### config.mk
export PLATFORM = sky130hd
export DESIGN_NAME = registerFile
export DESIGN_NICKNAME = d
export VERILOG_FILES = /design/src/hw/registerFile.sv
export VERILOG_INCLUDE_DIRS = /design/src /design/src/hw
export SDC_FILE = /design/constraint.sdc
export NUM_CORES = 1
export LEC_CHECK = 0
export BUFFER_PORTS_ARGS = -buffer_cell sky130_fd_sc_hd__buf_2
export CORE_UTILIZATION = 56
export CTS_BUF_LIST = sky130_fd_sc_hd__clkbuf_16
export CTS_CLUSTER_SIZE = 30
export DETAILED_ROUTE_END_ITERATION = 7
export PLACE_DENSITY = 0.76
export SETUP_SLACK_MARGIN = 0.02
export SYNTH_ARGS = -nofsm -noshare
export SYNTH_HDL_FRONTEND = slang
export SYNTH_SLANG_ARGS = --single-unit
### constraint.sdc
create_clock -name clock -period 2.5 [get_ports clock]
set_input_delay 0.625 -clock clock [delete_from_list [all_inputs] [get_ports clock]]
set_output_delay 0.625 -clock clock [all_outputs]
set_load 0.02 [all_outputs]
### src/hw/datapath_cfg.svh
`ifndef DATAPATH_CFG_SVH
`define DATAPATH_CFG_SVH

// Width of every bus word and register
`define DP_WIDTH 32

// General purpose registers R0..R15
`define DP_NREGS 16

// ALU opcode field width
`define DP_OPW 5

`endif

### src/hw/registerFile.sv
`include "datapath_cfg.svh"

module registerFile (
	input  logic                         clock,
	input  logic                         rstN,
	input  logic [`DP_NREGS-1:0]         wrEn,
	input  logic [$clog2(`DP_NREGS)-1:0] rdSel,
	input  logic                         baOut,
	input  logic [`DP_WIDTH-1:0]         bus,
	output logic [`DP_WIDTH-1:0]         rdData
);

	logic [`DP_WIDTH-1:0] regs [`DP_NREGS];

	genvar i;
	generate
		for (i = 0; i < `DP_NREGS; i++) begin : gReg
			always_ff @(posedge clock) begin
				if (!rstN) begin
					regs[i] <= '0;
				end else if (wrEn[i]) begin
					regs[i] <= bus;
				end
			end
		end
	endgenerate

	// Base address read of R0 gives zero, plain rOut still sees R0
	always_comb begin
		if (baOut && rdSel == '0) begin
			rdData = '0;
		end else begin
			rdData = regs[rdSel];
		end
	end

endmodule

== Yosys cells after proc, flatten, opt, wreduce, memory -nomap -nowiden ==
Memories as Yosys holds them, arrays and structs flattened.
Index checks and enable logic that the tools add are counted.
Widths: inputs -> output; s select.
Cells by class
  equal/unequal tests: 0
  bitwise gates (word level): 16
  magnitude comparators: 0
  shift-type cells: 0
  multipliers: 0
  div/mod/pow operators: 0
  reductions and logical operators: 2
  add/subtract/negate cells: 0
  muxes and demuxes: 66
Operator list (count)
  $mux 32: 17
  $mux 1: 49
  $or 1x1->1: 16
  $logic_not 4->1: 1
  $logic_and 1x1->1: 1
Storage, ports and cells
  memory bits (read-only): 0
  logic and storage cells: 85
  bits in latches: 0
  bits in writable memories: 512
  output and inout bits: 32
  bits of input ports: 55
  register bits after elaboration: 0
  memories kept: 1
Memory list
  regs: words 16, width 32, rd ports 1, clocked after Yosys merged registers in 0, write ports 16, line registerFile.sv:13  | logic [`DP_WIDTH-1:0] regs [`DP_NREGS];

== Longest topological paths before layout ==
  word-level depth: 4
  gate-level depth with buffers: 8
  mapped depth without buffers: 4

== Worst setup path before layout ==
Ideal clock, no wire load.
  path kind: input -> output
  start: input port rdSel[1]
  end: output port rdData[14]
  arrival time: 2141 ps
  buffers on the path: 3
  path slack: -266 ps
  stages: 6
  data required time: 1875 ps
  cell sequence: buf_2 buf_4 buf_2 mux4_2 a22oi_1 o221ai_1
Between the ends
  word-level cells in the longest chain between the ends: 3
  elaborated cells between the ends (all ways): 4
  classes of those cells: mux: 1; reduce/logical: 2; memory: 1
Ends and longest elaborated chain
  from (decl): line registerFile.sv:7  | input logic [$clog2(`DP_NREGS)-1:0] rdSel,
  parallel branches: the longest is 2 deep, another holds $mem_v2 16x32
  $mux 32 *: line registerFile.sv:30  | if (baOut && rdSel == '0) begin
  to (decl): line registerFile.sv:10  | output logic [`DP_WIDTH-1:0] rdData
Every way passes the cells marked *.

== Worst setup path after layout ==
  start: input port rdSel[3]
  end: output port rdData[8]
Same word-level chain as after synthesis.

==> results_tabular.tex <==
\begin{tabular}{lr}
\hline
Metric & Value \\
\hline
\multicolumn{2}{l}{\textbf{Run status}} \\
Run status & finished with violations \\
Violated checks & setup timing \\
\multicolumn{2}{l}{\textbf{Cells and area}} \\
Fraction of final layout cells sized beyond drive strength 1 & 30.1\% \\
Post-layout util & 67.7\% \\
Total Nets Final & around 1,700 \\
Register with the highest flop count & regs \\
Relative area change from synthesis to final layout & 19.3\% \\
Top library cells by usage in the layout, fill and taps aside & sky130\_fd\_sc\_hd\_\_and3\_1 (512), sky130\_fd\_sc\_hd\_\_edfxtp\_1 (512), sky130\_fd\_sc\_hd\_\_buf\_4 (113) \\
Largest register FFs & 512 \\
Leading registers by flop count & regs (512) \\
\multicolumn{2}{l}{\textbf{Logic synthesis}} \\
Proportion of netlist area held by the largest area contributor & between 60\% and 70\% \\
Synth Net Count & $\sim$1,600 \\
Per-instance average area after synthesis & roughly 15 µm² \\
Synthesized cell area & 23,200 µm² \\
Cell accounting for the most synthesized area & sky130\_fd\_sc\_hd\_\_edfxtp\_1 \\
Gate Count Post-Synth & 1,564 \\
Portion of the post-synthesis area used by sequential elements & 66.3\% \\
Yosys cell types & 27 \\
Flip-flop and latch count after synthesis & 512 \\
Leading cell types by total area after synthesis & sky130\_fd\_sc\_hd\_\_edfxtp\_1 (66\%), sky130\_fd\_sc\_hd\_\_and3\_1 (14\%), sky130\_fd\_sc\_hd\_\_mux4\_2 (8.1\%) \\
Synthesis warning total & 0 \\
\multicolumn{2}{l}{\textbf{Timing}} \\
Actual slew at the worst max-slew pin & around 0.74 ns \\
Setup-violating endpoint count in the final report & 32 \\
Setup repair after global routing missed its margin & yes \\
Worst relative slew slack & around half \\
Achievable clock frequency & 356 MHz \\
Shortest period the worst path allows & around 2.8 ns \\
Final setup margin & -0.309 ns \\
Final hold vios & 0 \\
Total count of max-transition violations in the final report & 0 \\
Setup TNS Final & -7.28 ns \\
Part of the cycle the worst path needs & 112\% \\
\multicolumn{2}{l}{\textbf{Setup path}} \\
Worst path bufs/invs & 3 \\
Cell-by-cell trace of the critical path & buf\_6 -> or3\_4 -> or3b\_4 -> buf\_12 -> o21ai\_2 -> nand2\_2 -> buf\_4 \\
Type of destination of the critical path & output port \\
Max incr delay on CP & 0.50 ns \\
Critical path class & input port to output port \\
Max FO, Critical Path & 7 \\
Worst path slowest cell & sky130\_fd\_sc\_hd\_\_or3b\_4 \\
Startpoint Class & input port \\
CP delay by family, top & simple AND/OR/NAND/NOR gates \\
Crit path DAT & roughly 2.2 ns \\
Required time at the endpoint of the critical path & between 1.5 and 2 ns \\
\multicolumn{2}{l}{\textbf{Die}} \\
Core Rows & 74 \\
Initial core utilization & 56.8\% \\
Number of placed I/O pins & 87 \\
Die height & between 200 and 250 µm \\
Overall die area & 42,200 µm² \\
Standard cell core area & 40,800 µm² \\
X dimension of the die & 205 µm \\
\multicolumn{2}{l}{\textbf{Route}} \\
Total number of vias & 15,087 \\
Final routed wirelength across all metal layers & 63.8 mm \\
Number of DRC markers in iteration 0 & $\sim$2,000 \\
Average wire length per cell after detail routing & 28.5 µm \\
Vias per cell & roughly 6.7 \\
Drt first pass iters & 5 \\
Remaining routing DRC violations & 0 \\
Routed Antenna Nets & 0 \\
\multicolumn{2}{l}{\textbf{CTS}} \\
Number of buffers inserted by hold repair at cts & 0 \\
CTS clock-pin slew for the worst setup and hold paths & 0.06 ns \\
CTS Sinks & roughly 510 \\
Max Root-Sink Buffers & 3 \\
Cts bufs inserted & 49 \\
CTS tree & yes \\
Total number of H-tree levels & 2 \\
Clock root buffer & sky130\_fd\_sc\_hd\_\_clkbuf\_16 \\
\multicolumn{2}{l}{\textbf{Global route}} \\
GRT overflow & 0 \\
First-pass GRT wire length & a little over 90 mm \\
Pin count of the biggest net entering global routing & 121 \\
Overall fraction of global-route tracks in use & 30.4\% \\
Number of global-route vias before repair & 14,987 \\
Antenna violations before repair & 2 \\
\multicolumn{2}{l}{\textbf{Pwr}} \\
Switching component of the power & 0.00476 W \\
Overall power of the completed layout & 0.0200 W \\
Power density cells & 723 nW/µm² \\
Static Leakage & 12.0 nW \\
Sequential power share & 51.9\% \\
Cell Int Power & 0.0152 W \\
Peak supply drop & 0.000655 V \\
Net Sw Frac & 23.8\% \\
Clock share of power & 35.5\% \\
Combinational fraction of design power & 12.6\% \\
\multicolumn{2}{l}{\textbf{Run}} \\
Max cap viols & 0 \\
\multicolumn{2}{l}{\textbf{Place}} \\
Weighted congestion at the end of routability-driven global placement & 0.862 \\
Number of buffers inserted by port buffering & 86 \\
Setup slack at placement & -0.495 ns \\
Total half-perimeter wirelength after legalization and detailed placement & 35.6 mm \\
\multicolumn{2}{l}{\textbf{Min path}} \\
Hold Path Class & input port to register \\
\hline
\end{tabular}
## power by group through the flow
| stage | Combinational (W) | Sequential [W] | Clock (W) |
|---|---|---|---|
| 2_1_floorplan | 0.00134 | 0.0105 | 0 |
| 3_3_place_gp | 0.00215 | 0.0105 | 0 |
| 3_5_place_dp | 0.00219 | 0.0106 | 0 |
| 4_1_cts | 0.00238 | 0.0104 | 0.00711 |
| 5_1_grt | 0.00264 | 0.0104 | 0.00742 |
| 6_report | 0.00253 | 0.0104 | 0.00709 |
## path summary, 6_finish.rpt
kind	cells after the start	from	slack (ns)	endpoint
hold / removal	2	bus[26]	0.57	regs[6][26]
setup / recovery	7	rdSel[3]	-0.31	rdData[8]
## layer usage
metal | wire length [µm] | vias to the layer above | GRT usage, %
met4 | 1640 | 0 | 10.1
met5 | 0 | - | 0
met1 | 23900 | 7697 | 42.3
met2 | 31400 | 932 | 49.3
li1 | - | 6345 | -
met3 | 6810 | 113 | 4.83
## synthesized netlist by cell type, drive strengths merged
master  instances
clkbuf        160
nand3b          1
o22ai          44
a22oi          31
a21oi           2
nand2          22
mux2i          90
o21ai          22
nor3b           1
and2            1
buf            30
mux4           83
a211oi          1
inv            18
and3          512
or3             2
or3b            4
o221ai          9
a221oi          1
edfxtp        512
nand2b         17
nor2b           1
## what timing repair did
item,4_1_cts,5_1_grt
gates cloned,6,2
endpoints found under the setup margin,32,32
resized for setup,103,66
buffers inserted,4,6
pin swaps,16,14
## per-stage QoR
step / cell area (µm²) / instances / hold WS [ns]
2_1_floorplan: 23400 / 1564 / 0.848
3_3_place_gp: 25100 / 2132 / 1.13
3_5_place_dp: 25100 / 2132 / 1.13
4_1_cts: 27200 / 2229 / 0.545
5_1_grt: 27700 / 2239 / 0.586
6_report: 27700 / 2240 / 0.565
## final cells by class
type | count | area [µm²]
Multi-Input combinational cell | 844 | 7650
Clock inverter | 38 | 241
Timing Repair Buffer | 242 | 2370
Tap cell | 532 | 666
Inverter | 18 | 67.6
Sequential cell | 512 | 15400
Antenna cell | 3 | 7.51
Fill cell | 2518 | 13200
Clock buffer | 51 | 1280
## cells by family after synthesis
group                  after synthesis  synth area share [%]
muxes                              173                  12.0
DFF                                512                  66.3
buffers and inverters              208                  3.60
AOI/OAI and AO/OA                  110                  3.12
and+or+nand+nor                    561                  15.0
(Power assumes the default switching activity.)
