<file path="config.mk">
export PLATFORM = sky130hd
export DESIGN_NAME = busMux
export DESIGN_NICKNAME = d
export VERILOG_FILES = /design/src/hw/datapath_pkg.sv /design/src/hw/busMux.sv
export VERILOG_INCLUDE_DIRS = /design/src /design/src/hw
export SDC_FILE = /design/constraint.sdc
export NUM_CORES = 1
export LEC_CHECK = 0
export BUFFER_PORTS_ARGS = -buffer_cell sky130_fd_sc_hd__buf_2
export CORE_AREA = 2 2 127 129
export DETAILED_ROUTE_END_ITERATION = 8
export DIE_AREA = 0 0 129 131
export PLACE_DENSITY = 0.45
export SETUP_SLACK_MARGIN = 0.3
export SLEW_MARGIN = 20
export SYNTH_ARGS = -nofsm -noshare
export SYNTH_HDL_FRONTEND = slang
export SYNTH_SLANG_ARGS = --single-unit
</file>
<file path="constraint.sdc">
create_clock -name vclk -period 2.3
set_clock_uncertainty 0.15 [all_clocks]
set_input_delay 0.23 -clock vclk [all_inputs]
set_output_delay 0.23 -clock vclk [all_outputs]
set_load 0.1 [all_outputs]
</file>
<file path="src/hw/datapath_cfg.svh">
`ifndef DATAPATH_CFG_SVH
`define DATAPATH_CFG_SVH

// Width of every bus word and register
`define DP_WIDTH 32

// General purpose registers R0..R15
`define DP_NREGS 16

// ALU opcode field width
`define DP_OPW 5

`endif

</file>
<file path="src/hw/datapath_pkg.sv">
`include "datapath_cfg.svh"

package datapath_pkg;

	typedef enum logic [`DP_OPW-1:0] {
		opAdd   = 5'd0,
		opSub   = 5'd1,
		opAnd   = 5'd2,
		opOr    = 5'd3,
		opShr   = 5'd4,
		opShra  = 5'd5,
		opShl   = 5'd6,
		opRor   = 5'd7,
		opRol   = 5'd8,
		opMul   = 5'd9,
		opDiv   = 5'd10,
		opNeg   = 5'd11,
		opNot   = 5'd12,
		opIncPc = 5'd13
	} aluOp_e;

	// What drives the bus this cycle
	typedef enum logic [4:0] {
		srcNone,
		srcReg,
		srcHi,
		srcLo,
		srcZHi,
		srcZLo,
		srcPc,
		srcMdr,
		srcInport,
		srcC
	} busSrc_e;

	typedef struct packed {
		logic gra;
		logic grb;
		logic grc;
		logic rIn;
		logic rOut;
		logic baOut;
	} regStrobe_s;

	typedef struct packed {
		logic pcIn;
		logic irIn;
		logic ryIn;
		logic rzIn;
		logic hiIn;
		logic loIn;
		logic marIn;
		logic mdrIn;
		logic inportIn;
		logic outportIn;
		logic incPc;
	} loadStrobe_s;

	typedef struct packed {
		logic hiOut;
		logic loOut;
		logic zHiOut;
		logic zLoOut;
		logic pcOut;
		logic mdrOut;
		logic inportOut;
		logic cOut;
	} outStrobe_s;

	// One full control word, supplied from outside every cycle
	typedef struct packed {
		regStrobe_s  regStrobe;
		loadStrobe_s loadStrobe;
		outStrobe_s  outStrobe;
		logic        memRead;
		aluOp_e      aluOp;
	} controlWord_s;

	typedef struct packed {
		logic [4:0]  opcode;
		logic [3:0]  ra;
		logic [3:0]  rb;
		logic [3:0]  rc;
		logic [14:0] unused;
	} rForm_s;

	typedef struct packed {
		logic [4:0]  opcode;
		logic [3:0]  ra;
		logic [3:0]  rb;
		logic [18:0] constant;
	} iForm_s;

	// Same IR word, register form or immediate form
	typedef union packed {
		rForm_s rForm;
		iForm_s iForm;
	} irWord_u;

	typedef struct packed {
		logic [`DP_WIDTH-1:0] zHi;
		logic [`DP_WIDTH-1:0] zLo;
		logic [`DP_WIDTH-1:0] hi;
		logic [`DP_WIDTH-1:0] lo;
		logic [`DP_WIDTH-1:0] pc;
		logic [`DP_WIDTH-1:0] mdr;
		logic [`DP_WIDTH-1:0] inport;
	} specialView_s;

endpackage

</file>
<file path="src/hw/busMux.sv">
`include "datapath_cfg.svh"

module busMux (
	output logic [`DP_WIDTH-1:0]      bus,
	input  datapath_pkg::outStrobe_s  outStrobe,
	input  logic                      regRdValid,
	input  logic [`DP_WIDTH-1:0]      regRdData,
	input  datapath_pkg::specialView_s special,
	input  logic [`DP_WIDTH-1:0]      cSignExt
);

	datapath_pkg::busSrc_e src;

	// Strobes are one-hot by rule, so the order here only matters on misuse
	always_comb begin
		if (regRdValid)               src = datapath_pkg::srcReg;
		else if (outStrobe.hiOut)     src = datapath_pkg::srcHi;
		else if (outStrobe.loOut)     src = datapath_pkg::srcLo;
		else if (outStrobe.zHiOut)    src = datapath_pkg::srcZHi;
		else if (outStrobe.zLoOut)    src = datapath_pkg::srcZLo;
		else if (outStrobe.pcOut)     src = datapath_pkg::srcPc;
		else if (outStrobe.mdrOut)    src = datapath_pkg::srcMdr;
		else if (outStrobe.inportOut) src = datapath_pkg::srcInport;
		else if (outStrobe.cOut)      src = datapath_pkg::srcC;
		else                          src = datapath_pkg::srcNone;
	end

	always_comb begin
		case (src)
			datapath_pkg::srcReg:    bus = regRdData;
			datapath_pkg::srcHi:     bus = special.hi;
			datapath_pkg::srcLo:     bus = special.lo;
			datapath_pkg::srcZHi:    bus = special.zHi;
			datapath_pkg::srcZLo:    bus = special.zLo;
			datapath_pkg::srcPc:     bus = special.pc;
			datapath_pkg::srcMdr:    bus = special.mdr;
			datapath_pkg::srcInport: bus = special.inport;
			datapath_pkg::srcC:      bus = cSignExt;
			default:                 bus = '0;
		endcase
	end

endmodule

</file>
; ---- Yosys cells after proc, flatten, opt, wreduce, memory -nomap -nowiden
; Index checks and enable logic that the tools add are counted.
[word_totals]
in_bits = 297
word_cells = 19
reg_bits = 0
[classes]
n_mux = 10
eq_ne = 9
[op_table]
columns = op, count
row1 = 32-bit case mux with 9 select lines, 1
row2 = 4-bit two-way mux, 9
row3 = 5-bit by 3-bit == test with 1-bit output (second input constant), 4
row4 = 5-bit by 2-bit == test with 1-bit output (second input constant), 2
row5 = 5-bit by 4-bit == test with 1-bit output (second input constant), 2
row6 = 5-bit by 1-bit == test with 1-bit output (second input constant), 1

; ---- Longest topological paths before layout
[logic_depth]
ltp_word = 11
ltp_mapped = 7

; ---- Worst setup path before layout
; Ideal clock, no wire load.
[synth_timing]
path_kind = input to output
startpoint = input regRdValid
endpoint = output bus[2]
slack_ns = -0.716
stages = 4
path_buffers = 0
arrival_ns = 2.636
path_cell_list = or4_4 > nor3_4 > a221oi_1 > o211ai_1
[synth_via]
elab_chain_cells = 3
elab_cells_between_ends = 11
[synth_lines]
columns = element, line
row1 = start: declaration, busMux.sv:6  ; input logic regRdValid,
row2 = 4-bit two-way mux (*), busMux.sv:16  ; if (regRdValid) src = datapath_pkg::srcReg;
row3 = 5-bit by 4-bit == test with 1-bit output (tied with other cells), busMux.sv:29  ; case (src)
row4 = 32-bit case mux with 9 select lines (*), busMux.sv:29
row5 = end: declaration, busMux.sv:4  ; output logic [`DP_WIDTH-1:0] bus,
; Mark *: on every way between the ends. The rest lies on a longest branch, timed or not.

; ---- Worst setup path in the final report
[layout_timing]
startpoint = input regRdValid
endpoint = output bus[29]
; Same word-level chain as after synthesis.

==> results.tsv <==
metric	value	unit
antenna_found_initial	2	
postLayoutCoreUtil	0.373	
drt-pass1-iter-count	5	
arrival	1.94	ns
worstMarginPinSlew	0.544	ns
drt-wirelength-per-cell	20.5	um
powerDensity	263	nW/um^2
layout.nets	922	
grt_first_pass_wirelength	22400	um
grt_pass1_vias	4116	
status	complete, but fails checks	
syn_to_final_growth	163	%
die_w	129	um
violations	negative setup slack	
clock_buffers	0	
tns	-0.0692	ns
register_area	0	um^2
fin_crit_sh	1.01	
syn_inst	257	
drt_wl_total	17300	um
placedCellCount	812	
final_hold_viol_count	0	
swShare	0.569	
p_int	659	uW
max_freq	430	MHz
syn_area_per_cell	8.59	um^2
grt_max_degree	26	
cp.required	1.92	ns
p_sw	868	uW
dp_hpwl	13200	um
p_seq_frac	0	
ir_drop	142	uV
drv_cap	0	
grt-ovfl-total	0	
drive_gt1_frac	0.764	
synth-seq-area-share	0	
rsz0062_at_grt	yes	
crit_path_max_fanout	5	
drtIter0Drc	301	
final.fill_count	1579	
synth_fp_nets	554	
ios	329	
p_clk_frac	0	
vias	4138	
power	1530	uW
vias_per_cell	4.93	
portBuffers	329	
critPathLaunchType	input pin	
gp_congestion	0.827	
finalNonFillerCells	840	
finalWorstSetupSlack	-0.0233	ns
period_minus_slack	2.32	ns
seq_cells	0	
relSlewSlack	0.635	
setup_viol	6	
worst_hold_slack	0.714	ns
fp-row-count	46	
worst-setup-path-type	in -> out	
yosysWarnings	0	
synthesis.area	2210	um^2
crit_path_end_kind	output pin	
hold_class	in -> out	
dieArea	16900	um^2
holdBufCountCts	0	
leakage	0.00251	uW
p_comb_frac	1.000	
slew_violations	0	
ant_nets	0	
core-area	15600	um^2
post_synth_num_cell_types	38	
die_h	131	um
start_util	0.142	
drc	0	
grt_use_total	0.172	
## layer usage
layer | track usage | share of wire | up-vias
li1 | - | - | 1914
met1 | 0.210 | 0.40 | 1935
met2 | 0.315 | 0.51 | 255
met3 | 0.0281 | 0.075 | 32
met4 | 0.0390 | 0.019 | 2
met5 | 0 | 0.00064 | -
## kinds of logic (layout without fill, tap and decap cells)
kind of cell           after synthesis  after routing  share of synthesized area
AO/OA/AOI/OAI                      165            165                      0.721
AND/OR/NAND/NOR                     59             59                      0.200
buffers and inverters               33            399                     0.0794
other                                0              1                          0
## per-stage QoR
step	setup slack, ns	cell area [um^2]
after CTS	-0.0143	5430
after detailed placement	-0.243	5050
after floorplan	-0.682	2410
final	-0.0233	5820
after global routing	-0.0964	5820
after global placement	-0.130	5050
## layout make-up
| class | count | area (um^2) | share of cell area |
|---|---|---|---|
| inverters | 1 | 3.75 | 0.000645 |
| repair buffers | 398 | 3020 | 0.519 |
| well taps | 216 | 270 | 0.0465 |
| multi-input cells | 224 | 2520 | 0.433 |
| diodes | 1 | 2.50 | 0.000430 |
## placed cells by master, fill, tap and decap left out, types with 9 or more instances in the layout
master     instances
buf_2            292
buf_12            37
buf_4             35
and2_1            29
a222oi_1          25
o211ai_4          20
a21boi_1          18
buf_6             18
a221oi_4          17
a22oi_1           17
a22oi_2           12
a32oi_1           12
o211ai_1           9
clkbuf_16          9
## synth_stat cells, types with 4 or more instances
cell type	number	area (um^2)
a222oi_1	25	250
nor2_1	4	15.0
clkbuf_1	13	48.8
a221o_1	7	70.1
buf_2	11	55.1
a21boi_0	6	45.0
a22oi_1	29	218
a221oi_2	20	300
a32oi_1	13	114
and2_1	29	181
o211ai_2	20	250
buf_6	4	45.0
o211ai_1	9	67.6
a21boi_1	19	143
a221oi_1	9	78.8
## power by group through the flow
| stage | clock [uW] | sequential, uW | combinational (uW) |
|---|---|---|---|
| after floorplan | 0 | 0 | 773 |
| after global placement | 0 | 0 | 1440 |
| after detailed placement | 0 | 0 | 1450 |
| after CTS | 0 | 0 | 1490 |
| after global routing | 0.0000584 | 0 | 1590 |
| final | 0.0000586 | 0 | 1530 |
## worst max-delay path: stages
cell,delay [ns]
buf_8,0.10
or4_4,0.58
nor3_4,0.18
buf_4,0.14
buf_6,0.10
buf_6,0.12
a32oi_1,0.06
o211ai_1,0.15
clkbuf_16,0.26
## worst paths after layout
path / start / to / slack, ns / cells past startpoint
max: regRdValid / bus[29] / -0.02 / 9
min: special[176] / bus[16] / 0.71 / 4
## timing repair
item                                    CTS  global route
endpoints found under the setup margin   32            32
resized for setup                        39            39
cloned                                    2             6
setup buffers                            14             5
endpoints found under the hold margin     0             0
pin swaps                                16            22
(Power assumes the default switching activity.)
