<file path="config.mk">
export PLATFORM = sky130hd
export DESIGN_NAME = specialRegs
export DESIGN_NICKNAME = d
export VERILOG_FILES = /design/src/hw/datapath_pkg.sv /design/src/hw/specialRegs.sv
export VERILOG_INCLUDE_DIRS = /design/src /design/src/hw
export SDC_FILE = /design/constraint.sdc
export NUM_CORES = 1
export LEC_CHECK = 0
export BUFFER_PORTS_ARGS = -buffer_cell sky130_fd_sc_hd__buf_2
export CORE_AREA = 4 4 204 206
export DETAILED_ROUTE_END_ITERATION = 7
export DIE_AREA = 0 0 208 210
export PLACE_DENSITY = 0.66
export REMOVE_ABC_BUFFERS = 1
export SETUP_SLACK_MARGIN = 0.5
export SYNTH_ARGS = -nofsm -noshare
export SYNTH_HDL_FRONTEND = slang
export SYNTH_SLANG_ARGS = --single-unit
</file>
<file path="constraint.sdc">
create_clock -name clock -period 0.8 [get_ports clock]
set_input_delay 0.12 -clock clock [delete_from_list [all_inputs] [get_ports clock]]
set_output_delay 0.12 -clock clock [all_outputs]
set_load 0.03 [all_outputs]
</file>
<file path="src/hw/datapath_cfg.svh">
`ifndef DATAPATH_CFG_SVH
`define DATAPATH_CFG_SVH

// Width of every bus word and register
`define DP_WIDTH 32

// General purpose registers R0..R15
`define DP_NREGS 16

// ALU opcode field width
`define DP_OPW 5

`endif

</file>
<file path="src/hw/datapath_pkg.sv">
`include "datapath_cfg.svh"

package datapath_pkg;

	typedef enum logic [`DP_OPW-1:0] {
		opAdd   = 5'd0,
		opSub   = 5'd1,
		opAnd   = 5'd2,
		opOr    = 5'd3,
		opShr   = 5'd4,
		opShra  = 5'd5,
		opShl   = 5'd6,
		opRor   = 5'd7,
		opRol   = 5'd8,
		opMul   = 5'd9,
		opDiv   = 5'd10,
		opNeg   = 5'd11,
		opNot   = 5'd12,
		opIncPc = 5'd13
	} aluOp_e;

	// What drives the bus this cycle
	typedef enum logic [4:0] {
		srcNone,
		srcReg,
		srcHi,
		srcLo,
		srcZHi,
		srcZLo,
		srcPc,
		srcMdr,
		srcInport,
		srcC
	} busSrc_e;

	typedef struct packed {
		logic gra;
		logic grb;
		logic grc;
		logic rIn;
		logic rOut;
		logic baOut;
	} regStrobe_s;

	typedef struct packed {
		logic pcIn;
		logic irIn;
		logic ryIn;
		logic rzIn;
		logic hiIn;
		logic loIn;
		logic marIn;
		logic mdrIn;
		logic inportIn;
		logic outportIn;
		logic incPc;
	} loadStrobe_s;

	typedef struct packed {
		logic hiOut;
		logic loOut;
		logic zHiOut;
		logic zLoOut;
		logic pcOut;
		logic mdrOut;
		logic inportOut;
		logic cOut;
	} outStrobe_s;

	// One full control word, supplied from outside every cycle
	typedef struct packed {
		regStrobe_s  regStrobe;
		loadStrobe_s loadStrobe;
		outStrobe_s  outStrobe;
		logic        memRead;
		aluOp_e      aluOp;
	} controlWord_s;

	typedef struct packed {
		logic [4:0]  opcode;
		logic [3:0]  ra;
		logic [3:0]  rb;
		logic [3:0]  rc;
		logic [14:0] unused;
	} rForm_s;

	typedef struct packed {
		logic [4:0]  opcode;
		logic [3:0]  ra;
		logic [3:0]  rb;
		logic [18:0] constant;
	} iForm_s;

	// Same IR word, register form or immediate form
	typedef union packed {
		rForm_s rForm;
		iForm_s iForm;
	} irWord_u;

	typedef struct packed {
		logic [`DP_WIDTH-1:0] zHi;
		logic [`DP_WIDTH-1:0] zLo;
		logic [`DP_WIDTH-1:0] hi;
		logic [`DP_WIDTH-1:0] lo;
		logic [`DP_WIDTH-1:0] pc;
		logic [`DP_WIDTH-1:0] mdr;
		logic [`DP_WIDTH-1:0] inport;
	} specialView_s;

endpackage

</file>
<file path="src/hw/specialRegs.sv">
`include "datapath_cfg.svh"

module specialRegs (
	input  logic                        clock,
	input  logic                        rstN,
	input  datapath_pkg::loadStrobe_s   load,
	input  logic                        memRead,
	input  logic [`DP_WIDTH-1:0]        bus,
	input  logic [`DP_WIDTH-1:0]        memData,
	input  logic [`DP_WIDTH-1:0]        inportData,
	input  logic [2*`DP_WIDTH-1:0]      aluResult,
	output datapath_pkg::irWord_u       ir,
	output logic [`DP_WIDTH-1:0]        ry,
	output datapath_pkg::specialView_s  view,
	output logic [`DP_WIDTH-1:0]        marAddr,
	output logic [`DP_WIDTH-1:0]        outportData
);

	logic [`DP_WIDTH-1:0] pc;
	logic [`DP_WIDTH-1:0] zHi;
	logic [`DP_WIDTH-1:0] zLo;
	logic [`DP_WIDTH-1:0] hi;
	logic [`DP_WIDTH-1:0] lo;
	logic [`DP_WIDTH-1:0] mdr;
	logic [`DP_WIDTH-1:0] inport;
	logic [`DP_WIDTH-1:0] mdrNext;

	// MDR takes memory on a read, the bus otherwise
	assign mdrNext = memRead ? memData : bus;

	always_ff @(posedge clock) begin
		if (!rstN) begin
			pc          <= '0;
			ir          <= '0;
			ry          <= '0;
			zHi         <= '0;
			zLo         <= '0;
			hi          <= '0;
			lo          <= '0;
			marAddr     <= '0;
			mdr         <= '0;
			inport      <= '0;
			outportData <= '0;
		end else begin
			if (load.pcIn)      pc          <= bus;
			if (load.irIn)      ir          <= bus;
			if (load.ryIn)      ry          <= bus;
			if (load.hiIn)      hi          <= bus;
			if (load.loIn)      lo          <= bus;
			if (load.marIn)     marAddr     <= bus;
			if (load.mdrIn)     mdr         <= mdrNext;
			if (load.outportIn) outportData <= bus;
			// Inport samples the pins, not the bus
			if (load.inportIn)  inport      <= inportData;
			// Both Z halves take the ALU result of this cycle
			if (load.rzIn) begin
				zHi <= aluResult[2*`DP_WIDTH-1:`DP_WIDTH];
				zLo <= aluResult[`DP_WIDTH-1:0];
			end
		end
	end

	assign view.zHi    = zHi;
	assign view.zLo    = zLo;
	assign view.hi     = hi;
	assign view.lo     = lo;
	assign view.pc     = pc;
	assign view.mdr    = mdr;
	assign view.inport = inport;

endmodule

</file>
; ---- Yosys cells after proc, flatten, opt, wreduce, memory -nomap -nowiden
; Cells that the tools add are included.
[word_totals]
register_bits = 352
inputBits = 174
word_cells = 12
[classes]
n_mux = 1
[ops]
columns = op, count
row1 = $mux 32, 1

; ---- Longest topological paths before layout
[depth]
depth_word = 1
mapped_depth = 4
depth_no_buf = 2

; ---- Least setup slack after synthesis
; OpenSTA, ideal clock, no wires.
[synth_timing]
path_kind = reg-to-reg
start = register mdr[31] (netlist name)
end = register mdr[31]
setup_time_ns = 0.070
arrival_ns = 0.709
path_slack_ns = 0.022
stages_incl_launch_ff = 3
n_path_buf = 0
synth_period_minus_slack_ns = 0.778
cell_sequence = dfxtp_1 > o21ai_0 > a21oi_1
[synth_rtl]
columns = element, line
row1 = end signal: assignment, specialRegs.sv:51  ; if (load.mdrIn) mdr <= mdrNext;
row2 = end: declaration, specialRegs.sv:24  ; logic [`DP_WIDTH-1:0] mdr;

; ---- Final worst setup path
[layout_timing]
start = register hi[6]
end = output port view[134] in the netlist's numbering
[layout_rtl]
columns = element, line
row1 = start: declaration, specialRegs.sv:22  ; logic [`DP_WIDTH-1:0] hi;
row2 = start signal: assignment, specialRegs.sv:48  ; if (load.hiIn) hi <= bus;
row3 = end: declaration, specialRegs.sv:14  ; output datapath_pkg::specialView_s view,
; No word-level cell between the ends.

==> implementation parameters <==
Parameter                              Value

Critical path
  Largest fanout on the critical path    2
  Cell breakdown of the critical path    buf_6
  Kind of cell adding the most delay to the critical path    flip-flops
  Critical path data required time    ~0.68 ns
  Kind of end point of the critical path    output port
  Crit Path Category    flop to output port
  Critical path data arrival time    a little over 1 ns
  Crit path launch type    flop
  Biggest cell delay along the critical path    around 0.36 ns
  Worst path buffer plus inverter count    1
  Slowest stage cell on the critical path    dfxtp_2

GRT
  Aggregate global routing overflow    0
  Overall fraction of global-route tracks in use    0.195
  Maximum number of pins on one net before global-route repair    58
  Wire length of the first global-routing pass    about 67000 µm
  Antenna violations before repair    7
  Number of global-route vias before repair    roughly 11000

Synthesis
  Post-synthesis cell type count    12
  Number of instances in the synthesized netlist    roughly 1200
  Mapped Area    13700 µm²
  Avg Inst Size Synth    about 11 µm²
  Yosys warns    0
  Sequential-to-total area share from yosys stat    0.513
  #FFs+latches synth    roughly 350

Timing
  Setup repair after global routing missed its margin    true
  Share of the cycle needed by the critical path after routing    1.44
  Setup clock skew after layout    0 ns
  Final Worst Setup Slack    -0.349 ns
  Final min period    1.15 ns
  Final hold vios    227
  Final-layout setup total negative slack    -111.68 ns
  Hold_ws    -0.149 ns
  Upper clock frequency limit    ~870 MHz
  Transition time of the tightest slew-check pin    between 0.3 and 0.4 ns
  Normalized max-slew margin    0.780
  Final setup violation count    between 300 and 400
  Final-report max-slew violation count    0

Cells and area
  Fraction of layout cells with a size suffix above 1    0.599
  Area growth from synthesis to layout    56.4%
  Number of nets in the finished design    between 1500 and 2000
  Post-layout instance area    roughly 21000 µm²
  Most frequent cells in the layout    398 x buf_6, 350 x dfxtp_2, 345 x mux2i_1, 320 x nor2b_1, 170 x buf_2
  Commonest non-fill, non-tap cell in the layout    buf_6

Route
  Via count    about 11000
  Average vias per placed instance    around 4.6
  Total length of routed wires    approximately 46000 µm
  Violation count after the first detailed-routing iteration    387
  Routed length per instance    19.7 µm
  Remaining antenna violation count after routing    0
  Residual DRC    0
  First-pass detailed-route iteration total    4

Outcome
  Run status    finished with violations
  Failing checks    hold timing, setup timing

Clocking
  CTS tree    built
  H-tree Lvls    2
  CTS max path bufs    3
  Clock-pin slew on the worst setup and hold paths    0.06 ns
  Clock tree sinks    about 350
  Root Buffer Master    clkbuf_16
  Inserted Clock Buffers    38
  Clock latency at the later pin of the worst-skew pair    0.52 ns

Placed design
  Half-perimeter wire length of the detailed placement result    between 30000 and 40000 µm
  PortBufs    roughly 520
  Placed Area    16900 µm²
  Placer Congestion    between 0.8 and 0.9

Floorplanning
  Number of top-level pins    526
  Number of standard-cell rows in the floorplan    73
  Floorplan Core Area    slightly below 40000 µm²
  Starting density of the core    0.347
  Horizontal die dimension    208 µm
  Full die area    around 44000 µm²
  Height of the die    around 210 µm

Power
  Share of total power in sequential cells    0.435
  Net Switching    approximately 12000 µW
  Net switching fraction of the power    0.276
  P_int    32700 µW
  Proportion of power drawn by combinational gates    0.199
  Leakage    ~0.0099 µW
  Worst ir drop on vdd    1790 µV
  PD cells    about 2100 nW/µm²
  Share of power burned in the clock network    0.365

Worst hold path
  HP Class    input port to flop

Job
  Max-cap violations    0
sequential cells by signal, indices dropped and copies added, names as in the netlist:
| signal | cells |
|---|---|
| outportData | 32 |
| zLo | 32 |
| zHi | 32 |
| ry | 32 |
| marAddr | 32 |
| lo | 32 |
| ir | 32 |
| mdr | 32 |
| hi | 32 |
| pc | 32 |
| inport | 32 |
through the flow:
step                      hold WS, ns  utilization  power [µW]  setup slack [ns]  std cells
after detailed placement        0.385        0.427       26800            -0.148       2189
after global routing           -0.167        0.542       46900            -0.400       2308
after global placement          0.378        0.427       26700            -0.122       2189
after CTS                      -0.196        0.529       45300            -0.396       2275
final                          -0.149        0.542       45200            -0.349       2310
after floorplan                 0.209            -       23400            0.0215       1088
layout make-up:
cell class / instances / area, µm²
Clock inverter: 8 / 68.8
Antenna cell: 3 / 7.51
Multi-Input combinational cell: 736 / 6010
Sequential cell: 352 / 7490
Tap cell: 525 / 657
Clock buffer: 57 / 1080
Fill cell: 3266 / 18100
Timing Repair Buffer: 629 / 6170
cell families (layout without fill, tap and decap cells):
logic type,after synthesis,after routing,synth area share
simple gates,320,320,0.146
other cells,0,3,0
compound gates,64,64,0.0233
mux,352,352,0.256
flops,352,352,0.513
buf+inv,121,694,0.0620
tightest hold or removal path: cells and delay by family:
kind	cells	cell delay, ns
buf+inv	1	0.08
mux	1	0.06
simple gates	1	0.09
routing by layer:
layer | GRT usage | vias to the layer above | wire length [µm]
met4 | 0.0680 | 8 | 1360
met3 | 0.0691 | 81 | 3780
met1 | 0.226 | 5038 | 18000
li1 | - | 5114 | -
met5 | 0 | - | 43
met2 | 0.336 | 429 | 22400
final timing paths:
path,start,endpoint,slack (ns),depth (start not counted)
min,aluResult[45],zHi[13],-0.15,3
max reg2reg,ry[18],ry[18],-0.09,4
max,hi[6],view[134],-0.35,1
min reg2reg,mdr[0],mdr[0],0.49,2
Yosys cell counts:
cell type | number | area share
a21oi_1 | 32 | 0.012
buf_1 | 1 | 0.00027
buf_2 | 36 | 0.013
buf_4 | 9 | 0.0049
buf_6 | 29 | 0.024
buf_8 | 9 | 0.0098
clkbuf_1 | 37 | 0.010
dfxtp_1 | 352 | 0.51
mux2i_1 | 352 | 0.26
nor2b_1 | 320 | 0.15
o21ai_0 | 29 | 0.011
o21ai_1 | 3 | 0.0011
power by group through the flow:
stage	registers, µW	clock network, µW	logic (µW)
after floorplan	21600	0	1780
after global placement	19500	0	7200
after detailed placement	19500	0	7290
after CTS	19600	17000	8700
after global routing	19800	17600	9490
final	19700	16500	9010
what timing repair did:
| action | in CTS | in global routing |
|---|---|---|
| pin swaps | 1 | 0 |
| gates resized for setup | 1112 | 67 |
| setup buffers | 21 | 32 |
| setup endpoints to repair | 704 | 704 |
| cloned | 0 | 0 |
| endpoints found under the hold margin | 342 | 214 |
No activity file was read; power rests on OpenSTA's default activity.
