**src/hw/datapath_cfg.svh**
```systemverilog
`ifndef DATAPATH_CFG_SVH
`define DATAPATH_CFG_SVH

// Width of every bus word and register
`define DP_WIDTH 32

// General purpose registers R0..R15
`define DP_NREGS 16

// ALU opcode field width
`define DP_OPW 5

`endif

```
**src/hw/datapath_pkg.sv**
```systemverilog
`include "datapath_cfg.svh"

package datapath_pkg;

	typedef enum logic [`DP_OPW-1:0] {
		opAdd   = 5'd0,
		opSub   = 5'd1,
		opAnd   = 5'd2,
		opOr    = 5'd3,
		opShr   = 5'd4,
		opShra  = 5'd5,
		opShl   = 5'd6,
		opRor   = 5'd7,
		opRol   = 5'd8,
		opMul   = 5'd9,
		opDiv   = 5'd10,
		opNeg   = 5'd11,
		opNot   = 5'd12,
		opIncPc = 5'd13
	} aluOp_e;

	// What drives the bus this cycle
	typedef enum logic [4:0] {
		srcNone,
		srcReg,
		srcHi,
		srcLo,
		srcZHi,
		srcZLo,
		srcPc,
		srcMdr,
		srcInport,
		srcC
	} busSrc_e;

	typedef struct packed {
		logic gra;
		logic grb;
		logic grc;
		logic rIn;
		logic rOut;
		logic baOut;
	} regStrobe_s;

	typedef struct packed {
		logic pcIn;
		logic irIn;
		logic ryIn;
		logic rzIn;
		logic hiIn;
		logic loIn;
		logic marIn;
		logic mdrIn;
		logic inportIn;
		logic outportIn;
		logic incPc;
	} loadStrobe_s;

	typedef struct packed {
		logic hiOut;
		logic loOut;
		logic zHiOut;
		logic zLoOut;
		logic pcOut;
		logic mdrOut;
		logic inportOut;
		logic cOut;
	} outStrobe_s;

	// One full control word, supplied from outside every cycle
	typedef struct packed {
		regStrobe_s  regStrobe;
		loadStrobe_s loadStrobe;
		outStrobe_s  outStrobe;
		logic        memRead;
		aluOp_e      aluOp;
	} controlWord_s;

	typedef struct packed {
		logic [4:0]  opcode;
		logic [3:0]  ra;
		logic [3:0]  rb;
		logic [3:0]  rc;
		logic [14:0] unused;
	} rForm_s;

	typedef struct packed {
		logic [4:0]  opcode;
		logic [3:0]  ra;
		logic [3:0]  rb;
		logic [18:0] constant;
	} iForm_s;

	// Same IR word, register form or immediate form
	typedef union packed {
		rForm_s rForm;
		iForm_s iForm;
	} irWord_u;

	typedef struct packed {
		logic [`DP_WIDTH-1:0] zHi;
		logic [`DP_WIDTH-1:0] zLo;
		logic [`DP_WIDTH-1:0] hi;
		logic [`DP_WIDTH-1:0] lo;
		logic [`DP_WIDTH-1:0] pc;
		logic [`DP_WIDTH-1:0] mdr;
		logic [`DP_WIDTH-1:0] inport;
	} specialView_s;

endpackage

```
**src/hw/selectEncode.sv**
```systemverilog
`include "datapath_cfg.svh"

module selectEncode (
	input  datapath_pkg::irWord_u        ir,
	input  datapath_pkg::regStrobe_s     regStrobe,
	output logic [`DP_NREGS-1:0]         wrEn,
	output logic [$clog2(`DP_NREGS)-1:0] rdSel,
	output logic                         rdValid,
	output logic [`DP_WIDTH-1:0]         cSignExt
);

	localparam int ConstW = $bits(ir.iForm.constant);

	logic [$clog2(`DP_NREGS)-1:0] field;

	// Pick which IR register field addresses the file
	always_comb begin
		if (regStrobe.gra) begin
			field = ir.rForm.ra;
		end else if (regStrobe.grb) begin
			field = ir.rForm.rb;
		end else if (regStrobe.grc) begin
			field = ir.rForm.rc;
		end else begin
			field = '0;
		end
	end

	// One-hot write enable
	always_comb begin
		wrEn = '0;
		if (regStrobe.rIn) begin
			wrEn[field] = 1'b1;
		end
	end

	assign rdSel   = field;
	assign rdValid = regStrobe.rOut | regStrobe.baOut;

	// Immediate view of the same word
	assign cSignExt = {{(`DP_WIDTH-ConstW){ir.iForm.constant[ConstW-1]}}, ir.iForm.constant};

endmodule

```
**config.mk**
```make
export PLATFORM = sky130hd
export DESIGN_NAME = selectEncode
export DESIGN_NICKNAME = d
export VERILOG_FILES = /design/src/hw/datapath_pkg.sv /design/src/hw/selectEncode.sv
export VERILOG_INCLUDE_DIRS = /design/src /design/src/hw
export SDC_FILE = /design/constraint.sdc
export NUM_CORES = 1
export LEC_CHECK = 0
export BUFFER_PORTS_ARGS = -buffer_cell sky130_fd_sc_hd__buf_2
export CORE_UTILIZATION = 35
export DETAILED_ROUTE_END_ITERATION = 12
export GPL_TIMING_DRIVEN = 0
export PLACE_DENSITY = 0.91
export SYNTH_ARGS = -nofsm -noshare
export SYNTH_HDL_FRONTEND = slang
export SYNTH_SLANG_ARGS = --single-unit
```
**constraint.sdc**
```tcl
create_clock -name vclk -period 2.9
set_clock_uncertainty 0.1 [all_clocks]
set_input_delay 0.435 -clock vclk [all_inputs]
set_output_delay 0.435 -clock vclk [all_outputs]
set_load 0.01 [all_outputs]
```
Word-level counts from Yosys, hierarchy flattened

Cells that the tools add are included.

Flip-flop bits (word level): 0
Latch bits: 0
Memory bits (writable): 0
Bits in read-only memories: 0
Memories kept: 0

Add/sub/neg operators: 0
$mul: 0
Div/mod/pow operators: 0
Magnitude comparators: 2
Eq/ne operators: 0
Shift-type cells: 0
Mux-type cells: 6
Bitwise gates (word level): 1
Reduce and logical (&&, ||, !) cells: 1

Operators with widths:

| cell                                                                                 | count |
|---|---|
| 16-bit 2-to-1 mux                                                                    | 1 |
| 4-bit 2-to-1 mux                                                                     | 3 |
| 4-bit by 5-bit < comparator with 1-bit output (second input constant)                | 1 |
| 1-bit demux with 4-bit select                                                        | 1 |
| 4-bit by 1-bit greater-or-equal comparator with 1-bit output (second input constant) | 1 |
| 1-bit logical AND                                                                    | 1 |
| 1-bit 2-to-1 mux                                                                     | 1 |
| 1-bit bitwise OR                                                                     | 1 |

Logic depth before layout (Yosys ltp)

Gate-level depths: netlist of run 1.

Depth in word-level cells: 8
Mapped depth: 6

Least setup slack after synthesis of run 1

OpenSTA, ideal clock, no wires.

Path type: input -> output
Start point: in regStrobe[5] in the netlist's numbering
End point: out wrEn[12]
Arrival: 1.469 ns
Required time: 2.365 ns
Setup slack: 0.896 ns
Cell stages on the path: 6
Path buffers: 2
Path through: buf_2 -> a21oi_1 -> a22o_1 -> buf_6 -> inv_6 -> nor4_1

Word-level cells in the longest chain between the ends: 6
Elaborated cells between the ends (all ways): 7
Classes of those cells: order compare: 2; mux: 4; reduce/logical: 1

RTL lines:

| what                                                                                                                                                | line               | text |
|---|---|---|
| from (decl)                                                                                                                                         | selectEncode.sv:5  | `input datapath_pkg::regStrobe_s regStrobe,` |
| 4-bit 2-to-1 mux *                                                                                                                                  | selectEncode.sv:18 | `if (regStrobe.gra) begin` |
| named net rdSel[0]                                                                                                                                  | selectEncode.sv:7  | `` output logic [$clog2(`DP_NREGS)-1:0] rdSel, `` |
| 4-bit by 5-bit < comparator with 1-bit output (not written as such) or 4-bit by 1-bit greater-or-equal comparator with 1-bit output (tied branches) | selectEncode.sv:33 | `wrEn[field] = 1'b1;` |
| 1-bit logical AND (not written as such)                                                                                                             | selectEncode.sv:33 |  |
| 1-bit 2-to-1 mux (not written as such)                                                                                                              | selectEncode.sv:33 |  |
| 1-bit demux with 4-bit select *                                                                                                                     | selectEncode.sv:33 |  |
| 16-bit 2-to-1 mux *                                                                                                                                 | selectEncode.sv:32 | `if (regStrobe.rIn) begin` |
| to (decl)                                                                                                                                           | selectEncode.sv:6  | `` output logic [`DP_NREGS-1:0] wrEn, `` |

The timed path passes the listed nets; every way through them passes the cells marked *.

Worst setup path in the final report of run 1

Start point: in ir[18] in the netlist's numbering
End point: out wrEn[9]

Word-level cells in the longest chain between the ends: 8
Elaborated cells between the ends (all ways): 9
Classes of those cells: order compare: 2; mux: 6; reduce/logical: 1

RTL lines:

| what                                                                                                                                                | line               | text |
|---|---|---|
| from (decl)                                                                                                                                         | selectEncode.sv:4  | `input datapath_pkg::irWord_u ir,` |
| 4-bit 2-to-1 mux *                                                                                                                                  | selectEncode.sv:22 | `end else if (regStrobe.grc) begin` |
| 4-bit 2-to-1 mux *                                                                                                                                  | selectEncode.sv:20 | `end else if (regStrobe.grb) begin` |
| 4-bit 2-to-1 mux *                                                                                                                                  | selectEncode.sv:18 |  |
| 4-bit by 5-bit < comparator with 1-bit output (not written as such) or 4-bit by 1-bit greater-or-equal comparator with 1-bit output (tied branches) | selectEncode.sv:33 |  |
| 1-bit logical AND (not written as such)                                                                                                             | selectEncode.sv:33 |  |
| 1-bit 2-to-1 mux (not written as such)                                                                                                              | selectEncode.sv:33 |  |
| 1-bit demux with 4-bit select *                                                                                                                     | selectEncode.sv:33 |  |
| 16-bit 2-to-1 mux *                                                                                                                                 | selectEncode.sv:32 |  |

Every way passes the cells marked *; elsewhere a longest branch is shown, timed or not.

==> results of run 1 <==
cell families after synthesis:
kind of cell	count (synthesis)	share of synthesized area, %
AO/OA/AOI/OAI	10	13.9
AND/OR/NAND/NOR	22	37.2
buffers and inverters	44	48.9
worst max path at each step:
stage	start	to	slack, ns	depth (start not counted)
after floorplan	regStrobe[5]	wrEn[12]	0.90	6
after global placement	regStrobe[4]	wrEn[6]	0.83	5
after detailed placement	ir[18]	wrEn[9]	0.77	6
after CTS	ir[18]	wrEn[9]	0.77	6
after global routing	ir[18]	wrEn[9]	0.68	6
final	ir[18]	wrEn[9]	0.78	6
cell type report:
class | count | area [µm²]
Fill cell | 175 | 696
Timing Repair Buffer | 70 | 350
Multi-Input combinational cell | 32 | 332
Buffer | 36 | 275
Inverter | 8 | 42.5
Tap cell | 25 | 31.3
routing by layer:
layer,global-route usage [%],share of wire (%),vias to the layer above
met5,0,0,-
met4,0,0,0
met3,0.400,9.3,0
met2,29.0,53,49
met1,18.8,37,316
li1,-,-,381
cells in the mapped netlist:
master,number
and3b_1,1
a22o_1,3
a21oi_1,3
nor4_2,11
inv_1,5
buf_2,1
a221o_2,1
inv_6,2
or2_2,1
nor4_1,4
a21oi_2,1
inv_4,1
nand3b_4,1
buf_6,2
nor4_4,1
nand3b_1,3
a31oi_4,1
buf_4,33
a22oi_1,1
power breakdown:
group | switching (mW) | internal [mW]
registers | 0 | 0
logic | 0.0885 | 0.0820
clock network | 0 | 0
cell usage in the layout (no fill, tap or decap):
master and instances:
a21oi_1 3, a21oi_2 1, a221o_2 1, a22o_1 3
a22oi_1 1, a31oi_4 1, and3b_1 1, buf_2 71
buf_4 33, buf_6 2, inv_1 5, inv_4 1
inv_6 2, nand3b_1 3, nand3b_4 1, nor4_1 4
nor4_2 11, nor4_4 1, or2_2 1
critical path, delay by kind of cell:
| family | cells | cell delay, ns |
|---|---|---|
| buffers and inverters | 3 | 0.55 |
| AOI/OAI and AO/OA | 1 | 0.20 |
| and+or+nand+nor | 2 | 0.40 |
==> impl_metrics.csv, run 1 <==
group,metric,value,unit
grt,grt_antenna_before_repair,0,
routing,wl_per_cell,9.77,µm
worst_setup_path,critical-path-max-stage-delay,0.29,ns
timing,fin_crit_sh,73.2,%
worst_setup_path,crit_type,"in -> out",
min_path,hold_class,"in -> out",
synth,synth_area,649,µm²
synth,syn_area_per_cell,8.54,µm²
routing,detail-route-antenna-nets,0,
routing,drc,0,
timing,slew_headroom,74.9,%
timing,whs,0.953,ns
synth,ys_types,19,
layout,clkbuf_count,0,
layout,layoutNonFillerInstCount,171,
clocking,post-cts-setup-buffer-count,0,
placed_design,placed_cells,171,
worst_setup_path,cp_common_cell,"buf_2",
layout,seq_area,0,µm²
placed_design,place_hpwl,1.44,mm
timing,worst_slack,0.778,ns
timing,slew_viol_final,0,
timing,final-setup-viol-count,0,
floorplanning,die_w,45.1,µm
min_path,hold_start,"ir[14]",
timing,final_hold_viol_count,0,
layout,stdcell_area,0.00103,mm²
synth,seq_area_frac_synth,0,%
layout,fin_util,59.7,%
worst_setup_path,critPathSlowestCell,"nor4_1",
placed_design,gp_congestion,0.676,
grt,grt_use_total,14.8,%
synth,postSynthCellCount,76,
timing,tightest_slew,0.376,ns
layout,drive_gt1_share,86.3,%
synth,yosys.area.top_type_share,38.2,%
power_and_ir_drop,powerDensity,165,mW/mm²
layout,seq_cells,0,
floorplanning,row_count,15,
worst_setup_path,startpoint_type,"input port",
flow_run,drv_cap,0,
timing,tns,0,ns
worst_setup_path,setup.worst_path.end_class,"output port",
worst_setup_path,worstPathMaxFanout,15,
grt,grt_overflow,0,
synth,yosys-top-cells-area,"buf_4 38%, nor4_2 21%, a22o_1 4.0%, nor4_1 3.9%, buf_6 3.5%",
routing,via_per_inst,4.36,
floorplanning,core,0.00173,mm²
timing,grt_setup_unrepaired,"no",
placed_design,dp_slack,0.775,ns
clocking,hold_buffers,0,
worst_setup_path,worstPathArrival,1.59,ns
placed_design,place_area,0.00103,mm²
grt,grt_max_degree,16,
floorplanning,ios,91,
power_and_ir_drop,finalPower,171,µW
timing,period_needed,2.12,ns
clocking,cts-resized-gates,0,
synth,post-synth-top-area-cell,"buf_4",
run_status,status,"finished, final reports clean",
synth,yosysWarnings,0,
floorplanning,die_area,0.00203,mm²
power_and_ir_drop,leakage,0.584,nW
layout,fin_nets,186,
routing,drt-total-wl,1.67,mm
routing,firstDrtPassIters,2,
layout,area_growth,58.8,%
synth,synth_fp_nets,114,
min_path,holdPathEnd,"cSignExt[14]",
min_path,hold_depth,2,
placed_design,port_buffers,70,
layout,diodes,0,
grt,grt_pass1_wl,2.39,mm
floorplanning,initial_core_util,37.6,%
worst_setup_path,cp.required,2.37,ns
timing,max_freq,471,MHz
worst_setup_path,crit_chain,"buf_2, nand3b_1, a22o_1, buf_6, nor4_1, buf_2",
routing,drt_iter0_drc,3,
routing,route.vias.total,746,
power_and_ir_drop,ir_worst_vdd,0.0960,mV
grt,grt_pass1_vias,556,
floorplanning,die_h,45.1,µm
Power figures use the tool's default switching activity.
==> run 2: changes to the inputs <==
--- a/config.mk
+++ b/config.mk
@@ -6,11 +6,12 @@
 export SDC_FILE = /design/constraint.sdc
 export NUM_CORES = 1
 export LEC_CHECK = 0
+export ABC_AREA = 1
 export BUFFER_PORTS_ARGS = -buffer_cell sky130_fd_sc_hd__buf_2
-export CORE_UTILIZATION = 35
+export CORE_UTILIZATION = 29
 export DETAILED_ROUTE_END_ITERATION = 12
 export GPL_TIMING_DRIVEN = 0
-export PLACE_DENSITY = 0.91
+export PLACE_DENSITY = 0.81
 export SYNTH_ARGS = -nofsm -noshare
 export SYNTH_HDL_FRONTEND = slang
 export SYNTH_SLANG_ARGS = --single-unit
==> constraint.sdc (replaced) <==
create_clock -name vclk -period 1.7
set_clock_uncertainty 0.1 [all_clocks]
set_input_delay 0.255 -clock vclk [all_inputs]
set_output_delay 0.255 -clock vclk [all_outputs]
set_load 0.01 [all_outputs]
==> impl_metrics.csv, run 2 <==
group,metric,value,unit
placed_design,dp_slack,0.171,ns
floorplanning,row_count,16,
synth,syn_area_per_cell,5.49,µm²
placed_design,gp_congestion,0.779,
clocking,hold_buffers,0,
grt,grt_max_degree,17,
power_and_ir_drop,sequentialPowerShare,0,%
timing,max_freq,653,MHz
layout,seq_area,0,µm²
timing,final-setup-viol-count,0,
floorplanning,die_w,48.7,µm
grt,grt_pass1_vias,702,
timing,tightest_slew,0.241,ns
worst_setup_path,crit_type,"in -> out",
routing,detail-route-antenna-nets,0,
synth,synth_area,632,µm²
layout,final_common_cell,"buf_2",
synth,synth.most_common_cell,"buf_4",
timing,grt_setup_unrepaired,"no",
timing,final_hold_viol_count,0,
floorplanning,die_area,0.00237,mm²
run_status,status,"finished, final reports clean",
power_and_ir_drop,p_sw_share,50.8,%
power_and_ir_drop,ir_worst_vdd,0.116,mV
routing,drt-total-wl,1.73,mm
synth,post-synth-top-area-cell,"buf_4",
placed_design,placed_cells,210,
layout,fin_nets,223,
min_path,hold_class,"in -> out",
grt,grt_antenna_before_repair,0,
worst_setup_path,crit_chain,"buf_2, nand2_1, nand2_1, nand3_1, nand2_1, nand2_1, nor2_1, buf_2",
layout,final_cell_mix,"69 x buf_2, 33 x buf_4, 28 x nand2_1",
routing,route.vias.total,852,
power_and_ir_drop,powerDensity,256,mW/mm²
placed_design,place_hpwl,1.53,mm
timing,slew_viol_final,0,
layout,seq_cells,0,
power_and_ir_drop,power_frac_clock,0,%
synth,yosys-top-cells-area,"buf_4 39%, nand2_1 17%, nand3_1 9.5%, nor2_1 9.5%, nand2_2 6.9%",
synth,ys_types,14,
worst_setup_path,setup.worst_path.end_class,"output port",
layout,area_growth,59.2,%
flow_run,drv_cap,0,
power_and_ir_drop,combPwrFrac,100.0,%
timing,fin_crit_sh,90.1,%
synth,yosysWarnings,0,
floorplanning,die_h,48.7,µm
power_and_ir_drop,finalPower,257,µW
routing,wl_per_cell,8.23,µm
worst_setup_path,worstPathArrival,1.18,ns
layout,nFillCells,220,
layout,layoutNonFillerInstCount,210,
synth,synth_fp_nets,153,
worst_setup_path,critPathSlowestCell,"buf_2",
clocking,post-cts-setup-buffer-count,0,
floorplanning,ios,91,
worst_setup_path,cp.required,1.34,ns
layout,clkbuf_count,0,
clocking,cts-resized-gates,0,
power_and_ir_drop,internal_power,127,µW
synth,synth_common_cells,"33 x buf_4, 28 x nand2_1, 16 x nor2_1",
power_and_ir_drop,leakage,0.642,nW
timing,tns,0,ns
layout,multi_input_area,340,µm²
synth,yosys.area.top_type_share,39.2,%
power_and_ir_drop,p_sw,131,µW
layout,diodes,0,
worst_setup_path,startpoint_type,"input port",
grt,grt_pass1_wl,2.74,mm
timing,period_needed,1.53,ns
synth,seq_area_frac_synth,0,%
layout,fin_util,50.2,%
worst_setup_path,worstPathMaxFanout,16,
routing,firstDrtPassIters,4,
synth,postSynthCellCount,115,
timing,slew_headroom,84.0,%
worst_setup_path,cp_common_cell,"nand2_1",
layout,drive_gt1_share,62.8,%
grt,grt_use_total,13.4,%
timing,worst_slack,0.169,ns
routing,drt_iter0_drc,14,
routing,drc,0,
grt,grt_overflow,0,
floorplanning,initial_core_util,31.6,%
worst_setup_path,critical-path-max-stage-delay,0.23,ns
placed_design,port_buffers,68,
routing,via_per_inst,4.06,
floorplanning,core,0.00200,mm²
-- run 2: final cells by class --
| class | instances | area share, % |
|---|---|---|
| well taps | 27 | 3.36 |
| inverters | 6 | 2.74 |
| plain buffers | 35 | 26.2 |
| multi-input cells | 74 | 33.8 |
| repair buffers | 68 | 33.8 |
-- run 2: cells by family after synthesis --
group                  after synthesis  synth area share (%)
AND/OR/NAND/NOR                     70                  50.7
buffers and inverters               41                  46.1
AO/OA/AOI/OAI                        4                  3.17
-- run 2: path summary, 6_finish.rpt --
check	start	to	cells past startpoint	slack, ns
worst min-delay path	ir[3]	cSignExt[3]	2	0.59
worst max-delay path	ir[18]	wrEn[12]	8	0.17
-- run 2: power groups by stage --
stage / registers (mW) / logic, mW / clock network (mW)
floorplan: 0 / 0.169 / 0
global placement: 0 / 0.256 / 0
detailed placement: 0 / 0.259 / 0
CTS: 0 / 0.260 / 0
global route: 0 / 0.283 / 0
finish: 0 / 0.257 / 0
-- run 2: critical path, delay by kind of cell --
family | cells | cell delay (ns)
AND/OR/NAND/NOR | 6 | 0.56
buffers and inverters | 2 | 0.36
-- run 2: stage by stage --
step	area, µm²	hold WS (ns)
3_5_place_dp	1010	0.593
2_1_floorplan	632	0.502
5_1_grt	1010	0.598
3_3_place_gp	1010	0.593
4_1_cts	1010	0.593
6_report	1010	0.592
-- run 2: layer usage --
layer / track usage (%) / routed length [µm] / share of wire, %
met2: 28.5 / 911 / 53
met3: 1.26 / 128 / 7.4
met5: 0 / 0 / 0
met1: 14.4 / 689 / 40
met4: 0.490 / 0 / 0
